File: src/verilog/icache_pkg.sv
package icache_pkg;

  // fetch address and line geometry
  localparam int addr_w = 32;
  // 64 byte lines
  localparam int line_off_w = 6;

  // memory side, one 32 bit word per beat
  localparam int beat_w = 32;
  localparam int beats_per_line = 16;
  // whole line as seen by the aligner
  localparam int line_w = beats_per_line * beat_w;

  // device region, fetched word by word and never cached
  // top nibble 4'h1 selects it
  localparam logic [addr_w-1:0] uncached_base = 32'h1000_0000;
  localparam logic [addr_w-1:0] uncached_mask = 32'hf000_0000;

  // read request toward memory
  // len counts beats minus one, as on the burst bus
  typedef struct packed {
    logic [addr_w-1:0] addr;
    logic [7:0]        len;
  } mem_req_t;

  // one returned data beat
  typedef struct packed {
    logic [beat_w-1:0] data;
  } mem_beat_t;

  // where the returned instruction comes from
  typedef enum logic {
    src_cache,
    src_uncached
  } fetch_src_e;

  // fetch controller states
  typedef enum logic [1:0] {
    st_idle,
    st_lookup,
    st_refill,
    st_uncached
  } refill_state_e;

endpackage
File: src/verilog/icache_fetch_align.sv
`timescale 1ns/10ps

module icache_fetch_align (
  input  logic [icache_pkg::line_w-1:0]     line_i,
  input  logic [icache_pkg::line_off_w-1:0] line_off_i,
  input  icache_pkg::fetch_src_e            src_i,
  input  logic [icache_pkg::beat_w-1:0]     uncached_word_i,
  output logic [icache_pkg::beat_w-1:0]     inst_o
);

  // halfword index inside the line, 32 halfwords per line
  localparam int hw_idx_w = icache_pkg::line_off_w - 1;

  logic [hw_idx_w-1:0] hw_idx;
  logic [hw_idx_w-1:0] nxt_idx;
  logic                last_hw;
  logic [15:0]         lo_hw;
  logic [15:0]         hi_hw;
  logic                is_32;
  logic [31:0]         cache_inst;

  // byte offset bit 0 is ignored, instructions are halfword aligned
  assign hw_idx = line_off_i[icache_pkg::line_off_w-1:1];
  // wraps at the end of the line, masked below
  assign nxt_idx = hw_idx + 1'b1;
  assign last_hw = &hw_idx;

  // first halfword of the instruction
  assign lo_hw = line_i[hw_idx*16 +: 16];
  // upper half only exists inside this line
  assign hi_hw = last_hw ? 16'h0000 : line_i[nxt_idx*16 +: 16];

  // rvc: low bits 11 mean a full 32 bit encoding
  assign is_32 = lo_hw[1:0] == 2'b11;

  // compressed forms come back zero extended
  assign cache_inst = is_32 ? {hi_hw, lo_hw} : {16'h0000, lo_hw};

  // device words pass through untouched
  assign inst_o = (src_i == icache_pkg::src_uncached) ? uncached_word_i : cache_inst;

endmodule

File: config.mk
export PLATFORM = sky130hd
export DESIGN_NAME = icache_fetch_align
export DESIGN_NICKNAME = d
export VERILOG_FILES = /design/src/verilog/icache_pkg.sv /design/src/verilog/icache_fetch_align.sv
export SDC_FILE = /design/constraint.sdc
export NUM_CORES = 1
export LEC_CHECK = 0
export BUFFER_PORTS_ARGS = -buffer_cell sky130_fd_sc_hd__clkbuf_2
export CORE_AREA = 4 4 225 227
export DETAILED_ROUTE_END_ITERATION = 10
export DIE_AREA = 0 0 229 231
export GPL_ROUTABILITY_DRIVEN = 0
export PLACE_DENSITY = 0.44
export SYNTH_ARGS = -nofsm -noshare
export SYNTH_HDL_FRONTEND = slang
export SYNTH_SLANG_ARGS = --single-unit
File: constraint.sdc
create_clock -name vclk -period 6.9
set_clock_uncertainty 0.15 [all_clocks]
set_input_delay 1.035 -clock vclk [all_inputs]
set_output_delay 1.035 -clock vclk [all_outputs]
set_load 0.01 [all_outputs]
* Word-level counts from Yosys, hierarchy flattened
Index checks and enable logic that the tools add are counted.
** Storage, ports and cells
- Logic and storage cells :: 8
- Bits in latches :: 0
- Flip-flop bits (word level) :: 0
- Memory bits (writable) :: 0
- Output and inout bits :: 32
- ROM bits :: 0
- Memories :: 0
- Input port bits :: 551
** Operators by class
- Add/sub/neg operators :: 1
- Div/mod/pow operators :: 0
- Bitwise operators :: 0
- Shifts and indexed selects :: 2
- $lt $le $gt $ge :: 0
- Multiply operators :: 0
- Equality and inequality tests :: 1
- Reduce and logical (&&, ||, !) cells :: 1
- Mux-type cells :: 3
** Operator list (count)
- $shiftx 512x10->16 :: 2
- $mux 32 :: 2
- $mux 16 :: 1
- $add 5x1->5 const B :: 1
- $reduce_and 5->1 :: 1
- $eq 2x2->1 const B :: 1

* Longest topological paths before layout
- Word-level depth :: 5
- Mapped depth :: 11
- Mapped depth without buffers :: 7

* Worst setup path after synthesis
OpenSTA, ideal clock, no wires.
- Path type :: in2out
- Start :: input line_off_i[3] (netlist bit)
- End :: output inst_o[16] (netlist bit)
- Buffers on the path :: 5
- Data required time :: 5.715 ns
- Slack :: 2.746 ns
- Stages on the path :: 11
- Data arrival time :: 2.969 ns
- Cells stage by stage :: buf_4 buf_1 buf_1 and3_1 ha_1 clkbuf_1 inv_1 clkbuf_1 nand3_1 nand4_1 o21ai_1
** On the way
- Longest elaborated chain between the ends :: 5
- Elaborated cells on any way between the ends :: 8
- Those cells by class :: add/sub: 1; eq/ne: 1; shift: 2; mux: 3; reduce/logical: 1
** RTL lines
- start, declared :: line icache_fetch_align.sv:5 : input logic [icache_pkg::line_off_w-1:0] line_off_i,
- $add 5x1->5 :: line icache_fetch_align.sv:25 : assign nxt_idx = hw_idx + 1'b1;
- $shiftx 512x10->16 :: line icache_fetch_align.sv:31 : assign hi_hw = last_hw ? 16'h0000 : line_i[nxt_idx*16 +: 16];
- $mux 16 :: line icache_fetch_align.sv:31
- $mux 32 * :: line icache_fetch_align.sv:37 : assign cache_inst = is_32 ? {hi_hw, lo_hw} : {16'h0000, lo_hw};
- $mux 32 * :: line icache_fetch_align.sv:40 : assign inst_o = (src_i == icache_pkg::src_uncached) ? uncached_word_i : cache_inst;
- end, declared :: line icache_fetch_align.sv:8 : output logic [icache_pkg::beat_w-1:0] inst_o
Mark *: on every way between the ends. The rest lies on a longest branch, timed or not.

* Final worst setup path
- Start :: input line_off_i[2] (netlist bit)
- End :: output inst_o[19] (netlist bit)
Same word-level chain as after synthesis.

==> flow_summary_export.csv <==
group,metric,value,unit
yosys,ys_seq_area_share,0,%
routing,wl_per_cell,28.3,um
final_layout,finalNetCount,1854,
pwr,leakage,5.59,nW
critical_path,cp.arrival,4.01,ns
routing,drc,0,
placement,port_buffers,582,
sta,slew_headroom,24.1,%
pwr,ir_drop,0.0323,mV
worst_hold_path,min_path_type,"input port to output pin",
sta,setup_viol,0,
sta,rsz0062_at_grt,"no",
placement,placed_cell_area,12400,um^2
job,maxCapViolations,0,
sta,final-hold-violation-count,0,
final_layout,seq_cell_count,0,
final_layout,fillCellCount,5264,
sta,fmax,193,MHz
sta,setup_ws,1.71,ns
final_layout,seqCellArea,0,um^2
routing,ant_nets,0,
yosys,yosys_warnings,0,
die,die-area,52900,um^2
critical_path,crit_required,5.71,ns
grt,antenna_found_initial,0,
yosys,syn_nets,1357,
final_layout,instances_no_fill,1921,
yosys,synth_area,9180,um^2
critical_path,start_kind,"input port",
worst_hold_path,min_path_cells,4,
placement,dp_cells,1921,
routing,avgViaCountPerCell,5.43,
yosys,synth_cell_types,37,
critical_path,critPathKind,"input port to output pin",
final_layout,finalInstanceArea,12400,um^2
routing,wl,54400,um
worst_hold_path,hold_end,"inst_o[26]",
clock_network,postCtsSetupBuffers,0,
grt,grt_pass1_vias,11000,
routing,firstDrtPassIters,5,
final_layout,syn2layout_area_growth,35.6,%
routing,drtIter0Drc,659,
die,initial_core_util,18.9,%
critical_path,crit_fanout,32,
final_layout,antenna_cells,0,
die,core-area,48600,um^2
die,ios,583,
die,die_h,231,um
routing,num_vias,10400,
clock_network,ctsHoldBuffers,0,
sta,fin_crit_sh,75.3,%
grt,grt_max_degree,120,
final_layout,multiInputGateArea,8500,um^2
grt,overflow,0,
die,rows,81,
status,status,"completed",
sta,fin_tns_setup,0,ns
worst_hold_path,hp-start,"uncached_word_i[26]",
sta,period_minus_slack,5.19,ns
grt,gr-usage-all-layers,19.4,%
critical_path,cp-end-kind,"output pin",
clock_network,ctsResizeCount,0,
grt,grt_pass1_wl,76600,um
final_layout,nClkBuffers,0,
sta,max_slew.worst_pin.slew,1.13,ns
pwr,powerDensity,84.2,nW/um^2
final_layout,drive_above_1_share,63.9,%
yosys,syn_area_per_cell,11.4,um^2
placement,preCtsSetupSlack,1.66,ns
sta,slew_violations,0,
yosys,synth_cells,804,
die,die_w,229,um
placement,dp_hpwl,46600,um
sta,holdWs,2.22,ns
## area by class of cell
cell class | count | share of cell area, %
Tap cell | 622 | 6.25
Timing Repair Buffer | 604 | 25.4
Inverter | 4 | 0.121
Multi-Input combinational cell | 691 | 68.3
## per-layer routing
layer / GRT usage, % / part of all wire, % / up-vias
met3: 3.21 / 6.3 / 46
met4: 4.85 / 3.1 / 0
met1: 24.2 / 40 / 5308
li1: - / - / 4566
met5: 0 / 0 / -
met2: 35.0 / 51 / 506
## critical path, cell delays in order
cell and delay (ns):
buf_4 0.28, buf_4 0.57, mux4_2 0.33, o22ai_1 0.20, nor4_4 0.30, nand3_2 0.54
o21ai_1 0.52, clkbuf_2 0.21
## report_power, final
part	internal (mW)	switching (mW)	leakage [nW]	total, mW
clock	0	0	0	0
combinational	0.498	0.550	5.59	1.05
sequential	0	0	0	0
total	0.498	0.550	5.59	1.05
## per-stage QoR
| stage | total power, mW | utilization [%] |
|---|---|---|
| finish | 1.05 | 25.6 |
| global route | 1.13 | 25.6 |
| CTS | 1.07 | 25.6 |
| detailed placement | 1.07 | 25.6 |
| global placement | 1.06 | 25.6 |
| floorplan | 0.620 | - |
## how the worst max path moves through the flow
| stage | from | end | slack, ns | depth (start not counted) |
|---|---|---|---|---|
| 6_report | line_off_i[2] | inst_o[19] | 1.71 | 8 |
| 5_1_grt | line_off_i[2] | inst_o[19] | 1.45 | 8 |
| 4_1_cts | line_off_i[2] | inst_o[19] | 1.66 | 8 |
| 3_5_place_dp | line_off_i[2] | inst_o[19] | 1.66 | 8 |
| 3_3_place_gp | line_off_i[2] | inst_o[19] | 1.68 | 8 |
| 2_1_floorplan | line_off_i[3] | inst_o[16] | 2.75 | 11 |
## cell usage after synthesis (16+ instances only)
cell type  number  area [um^2]
mux4_2        189         4260
mux2i_1       176         1760
nand3_1        65          325
nand2_1        36          135
o22ai_1        36          225
clkbuf_1       32          120
a211o_1        28          245
buf_2          28          140
o221ai_1       28          245
buf_6          20          225
buf_4          17          128
nand4_1        16          100
## kinds of logic (layout without fill, tap and decap cells)
logic type                 count (synthesis)  after routing  synth area share, %
buffers and inverters                    113            608                 8.05
and+or+nand+nor                          146            146                 8.11
adders and majority gates                  2              2                0.273
AOI/OAI and AO/OA                        164            164                 14.4
xor gates and xnor gates                   3              3                0.450
muxes                                    376            376                 68.7
## layout by cell type (no fill, tap or decap)
cell type,Yosys,final
ha_1,2,1
xnor2_2,1,1
nor4_4,1,1
nand3_1,65,65
nand3_2,2,2
buf_8,3,1
o22ai_1,36,36
nor2_1,15,15
buf_12,2,5
a211o_1,28,28
o221ai_1,28,28
and3_1,1,1
xnor2_4,0,1
mux2i_1,176,176
mux4_1,11,11
nand3b_1,3,3
buf_4,17,19
ha_4,0,1
o221ai_2,14,14
nand2b_4,0,1
o32ai_1,14,14
xor2_4,0,1
o21ai_1,6,6
nand4_1,16,16
a31oi_1,14,14
nor4_2,1,1
or3b_2,3,3
o21ai_0,14,14
or3_1,1,1
mux4_2,189,189
o21ai_2,10,10
nand2_1,36,36
clkbuf_2,0,579
nand2_4,0,1
inv_1,4,4
(Power assumes the default switching activity.)
