==> src/verilog/icache_pkg.sv <==
package icache_pkg;

  // fetch address and line geometry
  localparam int addr_w = 32;
  // 64 byte lines
  localparam int line_off_w = 6;

  // memory side, one 32 bit word per beat
  localparam int beat_w = 32;
  localparam int beats_per_line = 16;
  // whole line as seen by the aligner
  localparam int line_w = beats_per_line * beat_w;

  // device region, fetched word by word and never cached
  // top nibble 4'h1 selects it
  localparam logic [addr_w-1:0] uncached_base = 32'h1000_0000;
  localparam logic [addr_w-1:0] uncached_mask = 32'hf000_0000;

  // read request toward memory
  // len counts beats minus one, as on the burst bus
  typedef struct packed {
    logic [addr_w-1:0] addr;
    logic [7:0]        len;
  } mem_req_t;

  // one returned data beat
  typedef struct packed {
    logic [beat_w-1:0] data;
  } mem_beat_t;

  // where the returned instruction comes from
  typedef enum logic {
    src_cache,
    src_uncached
  } fetch_src_e;

  // fetch controller states
  typedef enum logic [1:0] {
    st_idle,
    st_lookup,
    st_refill,
    st_uncached
  } refill_state_e;

endpackage
==> src/verilog/icache_tag_store.sv <==
`timescale 1ns/10ps

module icache_tag_store #(
  parameter int num_lines = 128
) (
  input  logic                          clk,
  input  logic                          rst,
  input  logic [icache_pkg::addr_w-1:0] lookup_addr_i,
  input  logic                          tag_we_i,
  output logic                          hit_o
);

  // index and tag widths follow from the line count
  localparam int idx_w = $clog2(num_lines);
  localparam int tag_w = icache_pkg::addr_w - icache_pkg::line_off_w - idx_w;

  // address fields
  logic [idx_w-1:0] idx;
  logic [tag_w-1:0] tag;

  // one tag and one valid bit per line
  logic [tag_w-1:0] tag_mem [num_lines];
  logic [num_lines-1:0] valid_q;

  // index sits right above the line offset
  assign idx = lookup_addr_i[icache_pkg::line_off_w +: idx_w];
  // tag takes the remaining upper bits
  assign tag = lookup_addr_i[icache_pkg::addr_w-1 -: tag_w];

  // combinational compare on the indexed entry
  assign hit_o = valid_q[idx] && (tag_mem[idx] == tag);

  // valid bits, cleared on reset
  always_ff @(posedge clk) begin
    if (rst) begin
      valid_q <= '0;
    end else if (tag_we_i) begin
      // line becomes valid once the refill is complete
      valid_q[idx] <= 1'b1;
    end
  end

  // tag array
  always_ff @(posedge clk) begin
    if (tag_we_i) begin
      tag_mem[idx] <= tag;
    end
  end

endmodule

==> config.mk <==
export PLATFORM = sky130hd
export DESIGN_NAME = icache_tag_store
export DESIGN_NICKNAME = d
export VERILOG_FILES = /design/src/verilog/icache_pkg.sv /design/src/verilog/icache_tag_store.sv
export SDC_FILE = /design/constraint.sdc
export NUM_CORES = 2
export LEC_CHECK = 0
export BUFFER_PORTS_ARGS = -buffer_cell sky130_fd_sc_hd__buf_2
export CAP_MARGIN = 10
export CELL_PAD_IN_SITES_DETAIL_PLACEMENT = 0
export CELL_PAD_IN_SITES_GLOBAL_PLACEMENT = 2
export CORE_MARGIN = 2
export CORE_UTILIZATION = 40
export CTS_CLUSTER_SIZE = 40
export DETAILED_ROUTE_END_ITERATION = 8
export PLACE_DENSITY_LB_ADDON = 0.1
export SKIP_CTS_REPAIR_TIMING = 1
export SLEW_MARGIN = 15
export SYNTH_ARGS = -nofsm -noshare
export SYNTH_HDL_FRONTEND = slang
export SYNTH_SLANG_ARGS = --single-unit
==> constraint.sdc <==
create_clock -name clk -period 5.8 [get_ports clk]
set_input_delay 1.16 -clock clk [delete_from_list [all_inputs] [get_ports clk]]
set_output_delay 1.16 -clock clk [all_outputs]
set_load 0.05 [all_outputs]
[Word level (Yosys, flattened, before mapping)]
Memory sizes are Yosys's and may differ from the RTL's.
Cells that the tools add are included.
Cells by class
  $lt $le $gt $ge: 2
  eq/ne operators: 1
  multiplexer cells: 6
  bitwise gates (word level): 1
  reduce and logical (&&, ||, !) cells: 2
Operator list (count)
  $or 128x128->128: 1
  $eq 19x19->1: 1
  $lt 7x8->1 const B: 1
  $bmux 1 s7: 1
  $demux 1 s7: 1
  $ge 7x1->1 const B: 1
  $mux 1: 4
  $logic_and 1x1->1: 2
Word-level totals
  bits in registers: 128
  bits in writable memories: 2432
  output and inout port bits: 1
  memories kept: 1
Memory list
  tag_mem: words 128, bits a word 19, read ports 1, clocked after Yosys merged registers in 0, wr ports 1, RTL line icache_tag_store.sv:22  | logic [tag_w-1:0] tag_mem [num_lines];

[Longest topological paths before layout]
  depth after elaboration: 5
  gate-level depth with buffers: 16
  mapped depth without buffers: 10

[Least setup slack after synthesis]
No wires, ideal clock.
  kind: input port to output port
  start: in lookup_addr_i[6] in the netlist's numbering
  end: out hit_o
  data arrival time: 4.448 ns
  data required time: 4.640 ns
  slack: 0.192 ns
  cell stages on the path: 13
  buffers on the path: 4
  cell sequence: buf_6 > buf_6 > nor3b_1 > clkbuf_1 > buf_2 > a22oi_1 > nand2_1 > o21ai_0 > o311ai_0 > xor2_1 > a2111oi_2 > nand4_1 > nor4b_2
On the way
  cells in the longest elaborated chain, start to end: 3
  elaborated cells between the ends (all ways): 5
RTL lines
  from (decl): RTL line icache_tag_store.sv:8  | input logic [icache_pkg::addr_w-1:0] lookup_addr_i,
  $mem_v2 128x19 / $bmux 1 s7 (equally long branches)
  $eq 19x19->1 / $mux 1 (equally long branches): RTL line icache_tag_store.sv:31  | assign hit_o = valid_q[idx] && (tag_mem[idx] == tag);
  $logic_and 1x1->1 (*): RTL line icache_tag_store.sv:31
  to (decl): RTL line icache_tag_store.sv:10  | output logic hit_o
Mark *: on every way between the ends. The rest lies on a longest branch, timed or not. The select of a mux whose other input is x is not followed.

[Final worst setup path]
  start: in lookup_addr_i[10] in the netlist's numbering
  end: out hit_o
The elaborated chain is that of the path after synthesis.

==> results.yml <==
drt:
  drcViolationCount: 0
  num_vias: 60130
  drt_iter0_drc: 7811
  wl_um: 374000
  postRouteAntennaNets: 0
  drt_pass1_iterations: 6
  wl_per_cell_um: 36.9
  vias_per_cell: 5.94
timing:
  fin_ws_ns: -0.300
  slew_headroom_pct: 20.7
  period_minus_slack_ns: 6.10
  slew_violations: 0
  final.setup.tns_ns: -0.300
  final_hold_viol_count: 0
  fmax_ghz: 0.164
  rsz0062_at_grt: "true"
  fin_crit_sh_pct: 105
  fin_worst_skew_ns: 0
  worst_pin_slew_ns: 1.19
  finalSetupViolations: 1
synth:
  synth_top_family_by_area: "multiplexers"
  synthSimpleGateAreaFrac_pct: 3.36
  avgSynthCellArea_um2: 17.9
  yosysWarnings: 0
  synthAdderAreaFrac_pct: 0
  ys_async_sr_fraction_pct: 0
  synth-compound-area-share_pct: 7.50
  synth-xor-area-share_pct: 0.159
  netlist_instances: 5539
  syn_area_mm2: 0.0994
  synth_nets: 5574
  ys_seq_area_share_pct: 76.1
  synthFlopType: "edfxtp_1"
  yosys_register_bits: 2560
  synthMuxAreaShare_pct: 10.7
  synth_edf_count: 2432
  synth_cell_type_count: 86
worst_setup_path:
  cp-endpoint: "hit_o"
  cp_top_family: "simple AND/OR/NAND/NOR gates"
  crit_start: "lookup_addr_i[10]"
  reg2reg_to: "valid_q[74]"
  worstSetupEndpointType: "output pin"
  worst_setup_path_start_kind: "input port"
  regToRegSetupSlack_ns: 5.15
  rr_worst_depth: 2
  cpPeakStageDelay_ns: 0.56
  crit_fanout: 12
  crit_type: "in2out"
  critical_path_depth: 15
  worstPathCellList: "buf_4, nand2b_2, buf_12, buf_4, buf_4, o211ai_1, buf_4, o22ai_2, buf_6, nor3_4, xor2_1, or4_4, nor4b_4, buf_4, buf_12"
  worst_path_most_repeated_cell: "buf_4"
  r2r_start: "valid_q[74]"
  cp_slowest_cell: "nor4b_4"
  worstPathRequired_ns: 4.64
  critPathArrivalTime_ns: 4.94
  cp_num_buf_inv: 8
clock_network:
  cts.sinks: 2560
  cts.htree.levels: 5
  cts-buffers-inserted: 296
  cts_tree: "built"
  path_clk_slew_ns: 0.06
  cts_root_buffer: "clkbuf_16"
  clk_latency_ns: 0.92
  clockBufferDepth: 4
power:
  seqPwrFrac_pct: 49.3
  p_leak_uw: 0.0415
  p_int_uw: 31800
  p_total_uw: 41200
  powerDensity_mw_per_mm2: 334
  irDropWorstVdd_uv: 256
  switchingPower_uw: 9360
  clockPowerShare_pct: 42.8
  p_sw_share_pct: 22.7
  pwr-share-comb_pct: 7.8
floorplan:
  die_area_mm2: 0.252
  start_util_pct: 40.3
  pin_count: 36
  die_width_um: 502
  rows: 182
  core-area_mm2: 0.246
  die_h_um: 502
flow_run:
  cap_violations: 0
min_path:
  min_from: "valid_q[14]"
  hold_class: "reg2reg"
  worstHoldPathCells: 2
place:
  dpl_cell_area_mm2: 0.111
  placed_cells: 9463
  gp_congestion: 0.862
  portBuffers: 29
  hpwlAfterDp_um: 236000
cells_and_area:
  regArea_mm2: 0.0756
  layout_common_cells: "edfxtp_1, buf_4, mux2i_1"
  stdcell_count: 10127
  final_common_cell: "edfxtp_1"
  drive_above_1_share_pct: 32.4
  area_delta_synth_final_pct: 24.1
  nets: 6631
  fin_area_mm2: 0.123
  multi_input_area_mm2: 0.0234
  fill_cells: 20776
grt:
  grt_use_total_pct: 28.7
  grt_pass1_vias: 57452
  antenna_found_initial: 23
  grt_overflow: 0
  grt_pass1_wl_um: 496000
  grt_max_degree: 85
run_status:
  violations: "setup timing"
  status: "finished, violations left"
## cell families after synthesis
group	count (synthesis)
buf+inv	371
flops	2560
compound gates	1048
simple gates	788
mux	754
xor+xnor	18
## how the worst min path moves through the flow
| stage | to |
|---|---|
| global route | valid_q[53] |
| floorplan | valid_q[117] |
| finish | valid_q[14] |
| detailed placement | valid_q[14] |
| CTS | valid_q[14] |
| global placement | valid_q[47] |
## synth_stat cells, drive strengths merged (7+ instances only)
cell type     n  area, um2
clkbuf      129        489
o221ai       74        648
and3          9       56.3
a21oi       230       1150
o2bb2ai      33        289
a221oi      125       1100
xor2          8       70.1
o211ai       37        278
edfxtp     2432      73000
mux2i       402       4020
inv           7       26.3
nor2b        13       81.3
a2111oi      25        225
mux4        236       5330
nand2b        7       43.8
o2111ai      11       96.3
nand4        14       87.6
a221o        47        470
mux2        116       1320
o22ai        42        263
nor2        507       1900
nor3         33        170
a22o         43        377
dfxtp       128       2560
nand3        37        185
a22oi        88        661
a31oi        17        113
a211oi       51        383
nand2       126        473
xnor2        10       87.6
buf         232       1630
o21ai       154        771
## routing by layer
metal / wire length [um] / track usage (%)
met2: 173000 / 45.2
met1: 160000 / 41.3
met4: 11700 / 8.48
met5: 27 / 0
met3: 29000 / 4.53
## per-stage QoR
stage                     hold WS, ns  setup slack (ns)  utilization (%)
after floorplan                 0.435             0.192                -
after global placement          0.442             -1.38             44.9
after detailed placement        0.454             -1.33             44.9
after CTS                       0.468             -1.34             48.6
after global routing            0.484            -0.309             50.1
final                           0.462            -0.300             50.1
## power groups by stage
stage / logic (uW) / registers [uW] / clock network, uW
2_1_floorplan: 1080 / 20700 / 0
6_report: 3230 / 20300 / 17600
3_3_place_gp: 2850 / 20700 / 0
3_5_place_dp: 2860 / 20700 / 0
5_1_grt: 3310 / 20300 / 18600
4_1_cts: 2870 / 20300 / 17900
## cell type report
cell class	count	share of cell area (%)
timing repair buffer	1120	9.03
tap	3312	3.36
antenna	10	0.0203
clock inverter	112	0.714
clock buffer	395	6.56
inverter	10	0.0497
multi-input combinational	2608	19.0
sequential	2560	61.3
## state kept, by name, summed over array words and instances (netlist names)
signal,cells
valid_q,128
tag_mem,2432
## worst register-to-register path, cell delays in order (launching register included)
cell,delay [ns]
dfxtp_1,0.32
nor2_1,0.11
nor2_1,0.07
Power figures use the tool's default switching activity.
