[src/verilog/icache_pkg.sv]
package icache_pkg;

  // fetch address and line geometry
  localparam int addr_w = 32;
  // 64 byte lines
  localparam int line_off_w = 6;

  // memory side, one 32 bit word per beat
  localparam int beat_w = 32;
  localparam int beats_per_line = 16;
  // whole line as seen by the aligner
  localparam int line_w = beats_per_line * beat_w;

  // device region, fetched word by word and never cached
  // top nibble 4'h1 selects it
  localparam logic [addr_w-1:0] uncached_base = 32'h1000_0000;
  localparam logic [addr_w-1:0] uncached_mask = 32'hf000_0000;

  // read request toward memory
  // len counts beats minus one, as on the burst bus
  typedef struct packed {
    logic [addr_w-1:0] addr;
    logic [7:0]        len;
  } mem_req_t;

  // one returned data beat
  typedef struct packed {
    logic [beat_w-1:0] data;
  } mem_beat_t;

  // where the returned instruction comes from
  typedef enum logic {
    src_cache,
    src_uncached
  } fetch_src_e;

  // fetch controller states
  typedef enum logic [1:0] {
    st_idle,
    st_lookup,
    st_refill,
    st_uncached
  } refill_state_e;

endpackage
[src/verilog/icache_refill_ctrl.sv]
`timescale 1ns/10ps

module icache_refill_ctrl (
  input  logic                                          clk,
  input  logic                                          rst,
  // cpu side
  input  logic                                          fetch_valid_i,
  input  logic [icache_pkg::addr_w-1:0]                 fetch_addr_i,
  output logic                                          fetch_ready_o,
  // tag and data stores
  input  logic                                          hit_i,
  output logic [icache_pkg::addr_w-1:0]                 lookup_addr_o,
  output logic                                          tag_we_o,
  output logic                                          beat_we_o,
  output logic [$clog2(icache_pkg::beats_per_line)-1:0] beat_idx_o,
  // memory side
  output icache_pkg::mem_req_t                          mem_req_o,
  output logic                                          mem_req_valid_o,
  input  logic                                          mem_beat_valid_i,
  input  icache_pkg::mem_beat_t                         mem_beat_i,
  // aligner and response
  output logic [icache_pkg::beat_w-1:0]                 uncached_word_o,
  output icache_pkg::fetch_src_e                        src_o,
  output logic                                          rsp_valid_o
);

  icache_pkg::refill_state_e state_q;

  // registered fetch address, shared by both stores
  logic [icache_pkg::addr_w-1:0] addr_q;
  // refill beat counter
  logic [$clog2(icache_pkg::beats_per_line)-1:0] beat_cnt_q;
  // all beats taken, set the cycle after the last one
  logic done_q;
  // word from the device region
  logic [icache_pkg::beat_w-1:0] word_q;

  logic uncached;
  logic last_beat;

  // device region decode
  assign uncached = (addr_q & icache_pkg::uncached_mask) == icache_pkg::uncached_base;
  assign last_beat = beat_cnt_q == ($clog2(icache_pkg::beats_per_line))'(
                     icache_pkg::beats_per_line - 1);

  assign lookup_addr_o = addr_q;
  // one fetch in flight, new address only when idle
  assign fetch_ready_o = state_q == icache_pkg::st_idle;

  // request goes out in the lookup cycle itself
  // held until the last beat, then dropped
  assign mem_req_valid_o = ((state_q == icache_pkg::st_lookup) && (uncached || !hit_i)) ||
                           ((state_q == icache_pkg::st_refill) && !done_q) ||
                           ((state_q == icache_pkg::st_uncached) && !done_q);

  // device word at its exact address, lines from their first byte
  assign mem_req_o.addr = uncached ? addr_q :
                          {addr_q[icache_pkg::addr_w-1:icache_pkg::line_off_w],
                           icache_pkg::line_off_w'(0)};
  assign mem_req_o.len = uncached ? 8'd0 : 8'(icache_pkg::beats_per_line - 1);

  // beats go straight into the line array
  assign beat_we_o = (state_q == icache_pkg::st_refill) && mem_beat_valid_i && !done_q;
  assign beat_idx_o = beat_cnt_q;
  // tag written one cycle after the last beat
  assign tag_we_o = (state_q == icache_pkg::st_refill) && done_q;

  // single cycle pulse, no stall from the cpu
  assign rsp_valid_o = ((state_q == icache_pkg::st_lookup) && !uncached && hit_i) ||
                       ((state_q == icache_pkg::st_uncached) && done_q);
  assign src_o = (state_q == icache_pkg::st_uncached) ? icache_pkg::src_uncached :
                                                        icache_pkg::src_cache;
  assign uncached_word_o = word_q;

  // fetch state machine
  always_ff @(posedge clk) begin
    if (rst) begin
      state_q    <= icache_pkg::st_idle;
      beat_cnt_q <= '0;
      done_q     <= 1'b0;
    end else begin
      case (state_q)
        icache_pkg::st_idle: begin
          if (fetch_valid_i) begin
            state_q <= icache_pkg::st_lookup;
          end
        end
        icache_pkg::st_lookup: begin
          // fresh count for the coming burst
          beat_cnt_q <= '0;
          done_q     <= 1'b0;
          if (uncached) begin
            state_q <= icache_pkg::st_uncached;
          end else if (hit_i) begin
            state_q <= icache_pkg::st_idle;
          end else begin
            state_q <= icache_pkg::st_refill;
          end
        end
        icache_pkg::st_refill: begin
          if (done_q) begin
            // tag lands now, lookup again and hit next cycle
            state_q <= icache_pkg::st_lookup;
            done_q  <= 1'b0;
          end else if (mem_beat_valid_i) begin
            beat_cnt_q <= beat_cnt_q + 1'b1;
            if (last_beat) begin
              done_q <= 1'b1;
            end
          end
        end
        icache_pkg::st_uncached: begin
          if (done_q) begin
            // response pulse is this cycle
            state_q <= icache_pkg::st_idle;
            done_q  <= 1'b0;
          end else if (mem_beat_valid_i) begin
            done_q <= 1'b1;
          end
        end
        default: begin
          state_q <= icache_pkg::st_idle;
        end
      endcase
    end
  end

  // address capture on acceptance
  always_ff @(posedge clk) begin
    if (fetch_valid_i && fetch_ready_o) begin
      addr_q <= fetch_addr_i;
    end
  end

  // single beat of an uncached read
  always_ff @(posedge clk) begin
    if ((state_q == icache_pkg::st_uncached) && mem_beat_valid_i && !done_q) begin
      word_q <= mem_beat_i.data;
    end
  end

endmodule

[config.mk]
export PLATFORM = sky130hd
export DESIGN_NAME = icache_refill_ctrl
export DESIGN_NICKNAME = d
export VERILOG_FILES = /design/src/verilog/icache_pkg.sv /design/src/verilog/icache_refill_ctrl.sv
export SDC_FILE = /design/constraint.sdc
export NUM_CORES = 1
export LEC_CHECK = 0
export BUFFER_PORTS_ARGS = -buffer_cell sky130_fd_sc_hd__buf_2
export CAP_MARGIN = 15
export CORE_UTILIZATION = 30
export DETAILED_ROUTE_END_ITERATION = 12
export GPL_TIMING_DRIVEN = 0
export SLEW_MARGIN = 10
export SYNTH_ARGS = -nofsm -noshare
export SYNTH_HDL_FRONTEND = slang
export SYNTH_SLANG_ARGS = --single-unit
export TNS_END_PERCENT = 1
[constraint.sdc]
create_clock -name clk -period 3.2 [get_ports clk]
set_input_delay 0.64 -clock clk [delete_from_list [all_inputs] [get_ports clk]]
set_output_delay 0.64 -clock clk [all_outputs]
set_load 0.05 [all_outputs]
# After elaboration in Yosys (flattened, before gate mapping)
# Index checks and enable logic that the tools add are counted.
# W data, S select, Z words.
# classes
add_sub_neg	1
n_eq_ne	10
n_mux	18
reduce_logical	24
# op_table
cell	n
$logic_and A1 B1 Y1	12
$mux W4	3
$mux W2	5
$ne A2 B2 Y1 const B	5
$pmux W2 S4	1
$pmux W4 S2	1
$mux W1	6
$mux W6	1
$reduce_and A3 Y1	2
$add A4 B1 Y4 const B	1
$eq A2 B2 Y1 const B	2
$eq A4 B1 Y1 const B	1
$eq A4 B4 Y1 const B	1
$logic_or A1 B1 Y1	4
$logic_not A1 Y1	3
$pmux W1 S3	1
$reduce_bool A3 Y1	1
$eq A2 B1 Y1 const B	1
$logic_not A2 Y1	1
$reduce_bool A2 Y1	1
# word_totals
reg_bits	71
in_bits	69
out_inout_bits	114
word_cells	58

# Longest topological paths before layout
# Gate-level depths: netlist of run 1.
# logic_depth
word_depth	5
ltp_mapped	5
depth_no_buf	4

# Least setup slack after synthesis of run 1
# OpenSTA, ideal clock, no wires.
# synth_path
path_type	register -> output
from	reg addr_q (netlist bit lookup_addr_o[28])
to	out rsp_valid_o
t_arrival_ns	2.190
t_required_ns	2.560
slack_ns	0.370
stages_incl_launch_ff	5
path_buffers	0
path_cell_list	edfxtp_1 -> nor4b_4 -> inv_1 -> nand3b_1 -> a21oi_1
# synth_via
elab_chain_cells	5
# synth_lines
item	line_no	rtl
start, declared	icache_refill_ctrl.sv:30	logic [icache_pkg::addr_w-1:0] addr_q;
start signal, assigned	icache_refill_ctrl.sv:131	addr_q <= fetch_addr_i;
$eq A4 B1 Y1	icache_refill_ctrl.sv:42	assign uncached = (addr_q & icache_pkg::uncached_mask) == icache_pkg::uncached_base;
$logic_not A1 Y1	icache_refill_ctrl.sv:69	assign rsp_valid_o = ((state_q == icache_pkg::st_lookup) && !uncached && hit_i) ||
$logic_and A1 B1 Y1 (2 in a row)	icache_refill_ctrl.sv:69	
$logic_or A1 B1 Y1	icache_refill_ctrl.sv:69	
end, declared	icache_refill_ctrl.sv:24	output logic rsp_valid_o
# No other way between the ends.

# Final worst setup path of run 1
# layout_path
from	reg addr_q (netlist bit lookup_addr_o[29])
to	out mem_req_valid_o
# layout_via
elab_chain_cells	5
# layout_lines
item	line_no	rtl
$eq A4 B1 Y1	icache_refill_ctrl.sv:42	
$logic_or A1 B1 Y1	icache_refill_ctrl.sv:52	assign mem_req_valid_o = ((state_q == icache_pkg::st_lookup) && (uncached || !hit_i)) ||
$logic_and A1 B1 Y1	icache_refill_ctrl.sv:52	
$logic_or A1 B1 Y1	icache_refill_ctrl.sv:52	
$logic_or A1 B1 Y1	icache_refill_ctrl.sv:53	((state_q == icache_pkg::st_refill) && !done_q) ||
end, declared	icache_refill_ctrl.sv:18	output logic mem_req_valid_o,
# No other way between the ends.

==> results of run 1 <==
-- flip-flops by register name, indices dropped and copies added (netlist names) --
| name | cells |
|---|---|
| beat_idx_o | 4 |
| done_q | 1 |
| lookup_addr_o | 32 |
| state_q | 2 |
| uncached_word_o | 32 |
-- layout make-up --
cell class	instances	area, um^2
Buffer	35	267
Clock inverter	6	109
Fill cell	813	4440
Clock buffer	10	128
Tap cell	105	131
Sequential cell	71	2060
Inverter	3	11.3
Multi-Input combinational cell	48	322
Timing Repair Buffer	179	911
-- cells by family after synthesis --
group,count (synthesis)
DFF,71
buffers and inverters,38
and+or+nand+nor,27
AOI/OAI and AO/OA,13
muxes,2
adders and majority gates,1
other,1
xor gates and xnor gates,1
-- how the worst max path moves through the flow --
stage / end / slack (ps)
final: mem_req_valid_o / 520
after floorplan: rsp_valid_o / 370
after CTS: mem_req_valid_o / 480
after global routing: mem_req_valid_o / 350
after detailed placement: mem_req_valid_o / 870
after global placement: uncached_word_o[28]$_DFFE_PP_ / 60
-- metrics by stage --
step / power, mW / util, % / hold slack, ps
2_1_floorplan: 1.43 / - / 467
3_3_place_gp: 1.54 / 43.8 / 491
3_5_place_dp: 1.54 / 44.2 / 505
4_1_cts: 2.39 / 47.0 / 453
5_1_grt: 2.46 / 47.0 / 443
6_report: 2.35 / 47.0 / 476
-- per-layer routing --
| metal | track usage [%] | vias up | wire (um) |
|---|---|---|---|
| li1 | - | 905 | - |
| met1 | 13.8 | 872 | 2240 |
| met2 | 19.5 | 122 | 2770 |
| met3 | 6.24 | 7 | 730 |
| met4 | 4.48 | 0 | 67 |
| met5 | 0 | - | 0 |
-- cell usage in the layout, fill, tap and decap left out, types with 4 or more instances in the layout --
cell type / instances
sky130_fd_sc_hd__buf_2: 178
sky130_fd_sc_hd__edfxtp_1: 64
sky130_fd_sc_hd__buf_4: 34
sky130_fd_sc_hd__clkbuf_8: 9
sky130_fd_sc_hd__and2_1: 7
sky130_fd_sc_hd__a21oi_1: 7
sky130_fd_sc_hd__dfxtp_1: 7
sky130_fd_sc_hd__nand2_1: 6
sky130_fd_sc_hd__conb_1: 4
-- where the power goes --
| part | leakage, nW | switching (mW) | internal [mW] |
|---|---|---|---|
| combinational | 1.00 | 0.318 | 0.119 |
| sequential | 0.651 | 0.0216 | 1.06 |
| clock | 0.120 | 0.318 | 0.517 |
| total | 1.78 | 0.658 | 1.69 |
==> results.txt, run 1 <==
- Result of the run: finished clean
- Cell total after placement: 441
- Once the clock tree was built, the setup fixing pass inserted 0 buffers.
- Entering global routing, the biggest net connects 33 pins.
- For this run, design rule violations remaining after detail routing come to 0.
- RSZ-0062 raised after global routing: false
* YS warnings: 0
* Worst-case headroom to the max-slew limit: between 50% and 60%
- Cts-stage hold buffer count: 0
- Synthesis-to-finish area growth: 49.2%
- H-tree Lvls: 3
- Post-synthesis area per instance: roughly 17 um^2
- Number of inserted diodes: 0
- The cell area that synthesis handed to floorplanning was around 0.0026 mm^2.
* Count of non-filler cells in the finished layout: 457
- Buffer levels on the longest clock path: 2
* Post-synth ARST share: 0%
* Final critical-path share of the clock period: 83.6%
- In the final layout, the share of cells above drive strength 1 is between 60% and 70%.
- The critical path starts at lookup_addr_o[29]$_DFFE_PP_.
- Total via count after detailed routing: 1906
- Along the worst hold path, the cell count comes to 1.
* Largest family of logic cells by synthesized area: buffers and inverters
* Worst slew pin tran: 706 ps
- Derived from the worst setup path, the maximum achievable clock frequency is between 300 and 400 MHz.
- GRT Util Overall: 12.1%
- For the worst setup path, the data required time is 2560 ps.
* Part of the Yosys area used for sequential elements: 78.1%
* First-pass GRT wire length: 8.08 mm
* Maximum single-stage delay on the critical path: 510 ps
- Die Ht: around 96 um
- Final estimated routing congestion in global placement: between 0.7 and 0.8
* Initial antenna violation count: 0
- For this block, the initial DRC count from the detailed router was 43.
* Area of the core region: roughly 0.0084 mm^2
- The synthesized design devotes to its leading area cell type 72.8% of total area.
- DRT antenna net count: 0
* CTS root buf: sky130_fd_sc_hd__clkbuf_8
- Post-Layout Inst Area: 0.00394 mm^2
- After synthesis, the cell types taking the most area are sky130_fd_sc_hd__edfxtp_1, sky130_fd_sc_hd__buf_4, sky130_fd_sc_hd__dfxtp_1, sky130_fd_sc_hd__and2_1, sky130_fd_sc_hd__a21oi_1.
- The setup path with the least slack is of type reg -> out.
* Post-cts gate resize count: 0
* Critical path depth in cells: 5
- In the synthesized netlist, the number of instances is roughly 150.
* Cells on worst reg2reg path: 3
- Worst slack at placement: 867 ps
* Cells along the critical path: nor4b_4 > inv_1 > a21o_1 > nand2_1 > buf_2
* Fraction of synthesized area in multiplexers: less than 1%
- TritonRoute pass-1 iters: 2
* Number of sinks on the clock net: 71
- Setup violations remaining at the end of the flow were counted as 0.
- Per-cell via count in the routed design: about 4.2
* Max-capacitance violation count: 0
- The number of hold violations in the final report is 0.
* CP endpoint kind: output port
- The tightest min-delay check is of the in -> reg type.
- CP top delay family: simple AND/OR/NAND/NOR gates
* Synth unique cells: 24
- Startpoint of the tightest hold check path: fetch_addr_i[6]
- Fin nets: 417
- The number of buffers and inverters on the critical path is 2.
* Critical Path Slowest Stage Cell: sky130_fd_sc_hd__nor4b_4
- The worst path in the final design needs a cycle of ~2700 ps, including I/O delays and setup.
- 183 I/O pins were placed.
- Power spread over the standard cell area amounts to just under 600 mW/mm^2.
* Register bit total from synthesis: 71
* R2r endpoint: lookup_addr_o[27]$_DFFE_PP_
- For hold timing, the worst endpoint is lookup_addr_o[6]$_DFFE_PP_.
- After Yosys synthesis, and, or, nand and nor cells account for under 10% of the synthesized area.
- Data on the critical path arrives at its endpoint at 2040 ps.
- In this run the cell area measured after placement is 0.00370 mm^2.
* Post-Route WL: 5.81 mm
- Die Width: roughly 96 um
- Hpwl dp: 4.48 mm
- The synthesized design contains 64 enable-type register cells.
- The count of pins over their slew limit was 0.
- Across all setup checks in the final design, the least slack found is 524 ps.
- The biggest area contributor in the post-synthesis netlist is sky130_fd_sc_hd__edfxtp_1.
- Of the total synthesized cell area, the portion taken by XOR and XNOR cells is 0.332%.
- Summing the areas of all fa, ha and maj instances in the mapped netlist gives 0.474% of the synthesized area.
- Summing the areas of all compound-gate instances in the mapped netlist gives 3.08% of the synthesized area.
* TritonCTS clock tree: built
* Routed length per placed instance: 12.7 um
* Leading register cell type out of synthesis: sky130_fd_sc_hd__edfxtp_1
- The worst register-to-register path begins at state_q[0]$_SDFFE_PP0P_.
- During placement, the flow inserted port buffers numbering 178.
* Sum of negative setup slack: 0 ps
* Worst-case register-to-register setup slack: ~1600 ps
- Kind of launch point of the worst setup path: flip-flop
- Sorting the synthesized cells by how often they occur yields sky130_fd_sc_hd__edfxtp_1, sky130_fd_sc_hd__buf_4, sky130_fd_sc_hd__and2_1.
- Global routing finished with a remaining overflow of 0.
- The analysis attributes to cell leakage a power of 1.78 nW.
- At the later pin of the worst-skew pair, clock insertion delay measures 330 ps.
- Most frequent cell after synthesis: sky130_fd_sc_hd__edfxtp_1
- Initial Utilization: 31.5%
- The worst-case IR drop observed on VDD is about 0.00028 V.
- The via count of the first global-routing pass is 1669.
- Clock-pin slew was measured on the worst setup and hold paths at 80 ps.
- Cell Rows: 33
- Die area: ~0.0092 mm^2
- Clk_skew: 8.60 ps
- Of all nets on the critical path, the largest fanout is 8.
- Total clock buffers created by CTS: 9
No activity file was read; power rests on OpenSTA's default activity.
==> run 2: changes to the inputs <==
- clock period: 3.2 -> 2.17 ns (I/O delays scaled with it)
==> run 2 against run 1 <==
Against the previous run: global-route usage is 0.079 points lower; sequential share of layout area shrank 0.26 points; highest routed layer unchanged; non-clock buffer count up 5; final area up 0.51%; first-iteration DRC count up 4.7%; largest cell class unchanged.
==> results.txt, run 2 (same netlist as run 1, synthesis figures left out) <==
- The worst slew slack as a fraction of its limit is 51.4% (was 53.0%).
- Shortest period the worst path allows: a little over 2000 ps
- The number of top-level design ports came to 183 (unchanged).
- Overall power: 3.26 mW (was 2.35 mW)
* CP endpoint kind: output port (unchanged)
- Initial antenna violation count: 0 (unchanged)
* Number of filler cells placed in the layout: 785 (was 813)
* Max-capacitance violation count: 0 (unchanged)
- HP Class: in -> reg (unchanged)
- Final number of setup-violating endpoints: 0 (unchanged)
- Drc violations: 0 (unchanged)
- The number of rows created at floorplan is 33 (unchanged).
* Die Ht: 95.8 um (unchanged)
- CTS root buf: sky130_fd_sc_hd__clkbuf_8 (unchanged)
* Power density relative to cell area: 822 mW/mm^2 (was 597 mW/mm^2)
* Endpoints failing hold: 0 (unchanged)
- Synthesis-to-finish area growth: 49.9% (was 49.2%)
* Number of sinks on the clock net: 71 (unchanged)
- The net count of the finished layout came to 422 (was 417).
- Of the available clock period, the critical path in the final layout requires 95.6%.
* Kind of launch point of the worst setup path: flip-flop (unchanged)
* Insertion delay to the later sink of the worst-skew pair: 330 ps (about the same)
- The cell that appears most often on the critical path is sky130_fd_sc_hd__buf_4.
- Buffer levels on the longest clock path: 2 (unchanged)
- The area of the die was 0.00918 mm^2 (unchanged).
- The number of detailed-route iterations in the first pass came to 4 (was 2).
- The core area came to 0.00838 mm^2 (unchanged).
- The data required time at the worst endpoint is 1740 ps (was 2560 ps).
- Proportion of layout cells with a drive suffix above 1: 67.5% (was 66.5%)
- Die Width: 95.8 um (unchanged)
- Worst supply voltage drop on vdd: 0.000529 V (was 0.000284 V)
* Final estimated routing congestion in global placement: 0.699 (was 0.711)
- The data arrival time of the worst path was 1640 ps (was 2040 ps).
* Worst slack at placement: 23.4 ps (was 867 ps)
- Result of the run: finished clean (unchanged).
- DRT antenna net count: 0 (unchanged)
- The slew at the pin with the worst max-slew slack was 729 ps (was 706 ps).
- Per-cell via count in the routed design: 4.11 (was 4.17)
* Number of pins exceeding their max-slew limit in the final report: 0 (unchanged)
- The hold buffer count at cts came to 0 (unchanged).
- Leakage power figure: 1.78 nW (about the same)
* Global route overflow: 0 (unchanged)
* Via count of the first global-routing pass: 1654 (was 1669)
* Most frequent cells in the layout: sky130_fd_sc_hd__buf_2, sky130_fd_sc_hd__edfxtp_1, sky130_fd_sc_hd__buf_4, sky130_fd_sc_hd__clkbuf_8 (unchanged)
* Cells along the critical path: nor4b_4 > buf_4 > and2_1 > buf_4 (was nor4b_4 > inv_1 > a21o_1 > nand2_1 > buf_2)
- The final setup skew is 10.8 ps (was 8.60 ps).
- The cell with the biggest individual delay on the critical path is sky130_fd_sc_hd__edfxtp_1 (was sky130_fd_sc_hd__nor4b_4).
- The count of input and output buffers came to 178 (unchanged).
* TritonCTS clock tree: built (unchanged)
- Maximum operating frequency: 482 MHz
- The H-tree depth was 3 (unchanged).
* CP Max Fanout: 7 (was 8)
* GRT Util Overall: 12.0% (was 12.1%)
- Initial Utilization: 31.5% (unchanged)
- Total clock buffers created by CTS: 9 (unchanged)
- The least setup slack across all paths after layout is 95.0 ps (was 524 ps).
- Final core utilization: 47.2% (was 47.0%)
- Total via count after detailed routing: 1900 (was 1906)
* Pin count of the biggest net entering global routing: 33 (unchanged)
* First-pass GRT wire length: 7.97 mm (was 8.08 mm)
* Clock-pin slew reported for the worst setup and hold paths after clock tree synthesis: 80 ps (about the same)
- The count of inserted antenna diode cells is 0 (unchanged).
- Post-Route WL: 5.84 mm (was 5.81 mm)
- Hpwl dp: 4.49 mm (was 4.48 mm)
- Maximum single-stage delay on the critical path: 440 ps (was 510 ps)
- Most common cell after layout, fill and taps aside: sky130_fd_sc_hd__buf_2 (unchanged)
* Routed length per placed instance: 12.6 um (was 12.7 um)
- The number of DRC markers after the initial detailed-route iteration is 45 (was 43).
* Startpoint-to-endpoint class of the critical path: reg -> out (unchanged)
==> run 2: worst paths after layout <==
kind | start | end | slack [ps] | cells after the start
worst min-delay path | mem_beat_i[2] | uncached_word_o[2]$_DFFE_PP_ | 270 | 1
worst max register to register | state_q[0]$_SDFFE_PP0P_ | lookup_addr_o[0]$_DFFE_PP_ | 510 | 3
worst max-delay path | lookup_addr_o[29]$_DFFE_PP_ | mem_req_o[9] | 100 | 4
worst min register to register | beat_idx_o[3]$_SDFFE_PP0P_ | beat_idx_o[3]$_SDFFE_PP0P_ | 510 | 1
==> run 2: metal layers <==
layer / part of all wire, % / track usage (%) / vias up
li1: - / - / 919
met1: 39 / 13.7 / 846
met2: 47 / 19.1 / 125
met3: 12 / 5.06 / 10
met4: 1.7 / 6.72 / 0
met5: 0 / 0 / -
==> run 2: final cells by class <==
cell class | instances | area, um^2 | share of cell area, %
Buffer | 35 | 267 | 6.73
Clock buffer | 10 | 128 | 3.22
Clock inverter | 6 | 60.1 | 1.52
Inverter | 3 | 11.3 | 0.284
Multi-Input combinational cell | 48 | 328 | 8.28
Sequential cell | 71 | 2060 | 52.1
Tap cell | 105 | 131 | 3.32
Timing Repair Buffer | 184 | 973 | 24.6
==> run 2: timing repair <==
action | in CTS | in global routing
pin swaps | 1 | 2
buffers inserted | 2 | 3
gates resized for setup | 1 | 15
setup endpoints to repair | 12 | 7
==> run 2: per-stage QoR <==
step | TNS [ps] | cells | instance area, um^2 | hold WS, ps
after global placement | -27060 | 440 | 3680 | 491
after CTS | -11.8 | 459 | 3920 | 244
final | 0 | 462 | 3960 | 269
after floorplan | -5720 | 157 | 2660 | 467
after global routing | -1.83 | 462 | 3960 | 243
after detailed placement | 0 | 441 | 3710 | 497
==> run 2: worst max-delay path, delay by kind of cell, from the launching register on <==
family	cells	cell delay [ps]
buffers and inverters	2	390
flip-flops	1	440
AND/OR/NAND/NOR	2	480
==> run 2: power breakdown <==
| group | internal (mW) | switching, mW |
|---|---|---|
| logic | 0.189 | 0.475 |
| clock network | 0.527 | 0.475 |
| registers | 1.56 | 0.0296 |
| total | 2.28 | 0.979 |
==> run 3: changes to the inputs <==
- RECOVER_POWER: not set -> 25
==> run 3 against run 2 <==
Against the previous run: non-clock buffer count unchanged; highest routed layer unchanged; register-to-register slack about the same; utilization is essentially flat; global-route usage unchanged; hold slack is the same.
==> results.txt, run 3 (same netlist as run 1, synthesis figures left out) <==
* Area of the core region: 0.00838 mm^2 (unchanged)
* H-tree Lvls: 3 (unchanged)
- Cells along the critical path: nor4b_4 > buf_4 > and2_1 > buf_4 (unchanged)
* CP Data Arrival Time: 1640 ps (about the same)
* Cell Rows: 33 (unchanged)
* Minimum setup slack in the final design: 95.0 ps (unchanged)
- Routed length on met2: 2.75 mm (unchanged)
- The fmax is 482 MHz (unchanged).
* TritonRoute pass-1 iters: 4 (unchanged)
* Final estimated routing congestion in global placement: 0.699 (unchanged)
* HP Class: in -> reg (unchanged)
- Total clock buffers created by CTS: 9 (unchanged)
* Crit path top cell by count: sky130_fd_sc_hd__buf_4 (unchanged)
* Number of pins exceeding their max-slew limit in the final report: 0 (unchanged)
- DRT antenna net count: 0 (unchanged)
- CP top delay family: simple AND/OR/NAND/NOR gates (unchanged)
- Final critical-path share of the clock period: 95.6% (unchanged)
- The cell with the biggest individual delay on the critical path is sky130_fd_sc_hd__edfxtp_1 (unchanged).
- Total buffers and inverters traversed by the critical path: 2 (unchanged)
- The post-detailed-placement cell area came to 0.00371 mm^2 (unchanged).
* Worst endpoint required time: 1740 ps (about the same)
* Overall power: 3.26 mW (about the same)
- The average via count per standard cell was 4.11 (unchanged).
* Clk_skew: 10.8 ps (unchanged)
- The setup violation total in the final timing report is 0 (unchanged).
- Endpoints failing hold: 0 (unchanged)
- The net count of the finished layout was 422 (unchanged).
- The maximum vdd drop was 0.000529 V (unchanged).
* Number of top-level pins: 183 (unchanged)
* Clock-pin slew reported for the worst setup and hold paths after clock tree synthesis: 80 ps (about the same)
* Number of filler cells placed in the layout: 786 (was 785)
- Cts-stage hold buffer count: 0 (unchanged)
- Worst slew pin tran: 729 ps (unchanged)
- The most frequent standard cell in the layout excluding fill and tap cells was sky130_fd_sc_hd__buf_2 (unchanged).
- The length of routed wiring on met1 is 2.28 mm (about the same).
* Via count of the first global-routing pass: 1654 (unchanged)
- The biggest cell delay along the critical path was 440 ps (about the same).
* Proportion of layout cells with a drive suffix above 1: 67.2% (was 67.5%)
- The layout overhead on the synthesized area came to 49.9% (about the same).
- The area of the die was 0.00918 mm^2 (unchanged).
* Uppermost metal layer occupied by signal nets: met4 (unchanged)
- CP endpoint kind: output port (unchanged)
* Initial antenna violation count: 0 (unchanged)
* Leakage power figure: 1.77 nW (was 1.78 nW)
- Post-Layout Inst Area: 0.00396 mm^2 (about the same)
* Shortest period the worst path allows: 2070 ps (unchanged)
- The detailed-route wire length is 5.84 mm (about the same).
* Most frequent cells in the layout: sky130_fd_sc_hd__buf_2, sky130_fd_sc_hd__edfxtp_1, sky130_fd_sc_hd__buf_4, sky130_fd_sc_hd__clkbuf_8 (unchanged)
- The kind of critical path is reg -> out (unchanged).
- The effective utilization at floorplan came to 31.5% (unchanged).
- The power density relative to cell area is 822 mW/mm^2 (about the same).
- Result of the run: finished clean (unchanged).
* Drc violations: 0 (unchanged)
- Metal3 WL: 711 um (was 713 um)
- Kind of launch point of the worst setup path: flip-flop (unchanged)
- The floorplan die width was 95.8 um (unchanged).
- The count of input and output buffers was 178 (unchanged).
* Worst slack at placement: 23.4 ps (unchanged)
* Pin count of the biggest net entering global routing: 33 (unchanged)
- The number of vias after detailed routing came to 1900 (unchanged).
- Number of sinks on the clock net: 71 (unchanged)
- Buffer levels on the longest clock path: 2 (unchanged)
* Hpwl dp: 4.49 mm (unchanged)
- The number of DRC markers after the initial detailed-route iteration was 45 (unchanged).
* Number of inserted diodes: 0 (unchanged)
* CP Max Fanout: 7 (unchanged)
- TritonCTS clock tree: built (unchanged)
- The remaining global-route overflow is 0 (unchanged).
- The die boundary height came to 95.8 um (unchanged).
* Final-layout worst hold slack: 269 ps (unchanged)
- The library cell used as clock root buffer was sky130_fd_sc_hd__clkbuf_8 (unchanged).
* Routed length per placed instance: 12.6 um (about the same)
* First-pass GRT wire length: 7.97 mm (unchanged)
- The total negative slack was 0 ps (unchanged).
* Max-capacitance violation count: 0 (unchanged)
* Insertion delay to the later sink of the worst-skew pair: 330 ps (about the same)
* Worst-case headroom to the max-slew limit: 51.4% (unchanged)
- GRT Util Overall: 12.0% (unchanged)
## run 3: cell count changes in the layout (fill, tap and decap cells not counted), sizes merged
cell	previous run	this run
buf	219	218
clkbuf	10	11
## run 3: final timing paths
check             slack (ps)                      endpoint  cells past startpoint                         from
hold reg to reg          510    beat_idx_o[3]$_SDFFE_PP0P_                      1   beat_idx_o[3]$_SDFFE_PP0P_
setup reg to reg         510    lookup_addr_o[0]$_DFFE_PP_                      3      state_q[0]$_SDFFE_PP0P_
setup / recovery         100                  mem_req_o[9]                      4  lookup_addr_o[29]$_DFFE_PP_
hold / removal           270  uncached_word_o[2]$_DFFE_PP_                      1                mem_beat_i[2]
## run 3: power by group
part / total [mW] / switching (mW) / leakage (nW) / internal (mW)
combinational: 0.663 / 0.475 / 1.03 / 0.189
sequential: 1.59 / 0.0296 / 0.651 / 1.56
clock: 1.00 / 0.475 / 0.0941 / 0.527
total: 3.26 / 0.979 / 1.77 / 2.28
## run 3: cell type report
type	instances	area, um^2	area share (%)
Buffer	35	267	6.73
Clock buffer	10	128	3.22
Clock inverter	6	60.1	1.52
Inverter	3	11.3	0.284
Multi-Input combinational cell	48	328	8.28
Sequential cell	71	2060	52.1
Tap cell	105	131	3.32
Timing Repair Buffer	184	972	24.6
## run 3: timing repair
item	CTS	global route
setup buffers	2	3
endpoints found under the setup margin	12	7
gates cloned	0	0
endpoints found under the hold margin	0	0
gates resized for setup	1	15
pin swaps	1	2
## run 3: through the flow
step	cells	util, %
2_1_floorplan	157	-
3_3_place_gp	440	43.9
3_5_place_dp	441	44.3
4_1_cts	459	46.7
5_1_grt	462	47.2
6_report	462	47.2
## run 3: metal layers
metal	up-vias	GRT usage, %
met2	125	19.1
met1	846	13.7
met4	0	6.72
li1	919	-
met3	10	5.06
met5	-	0
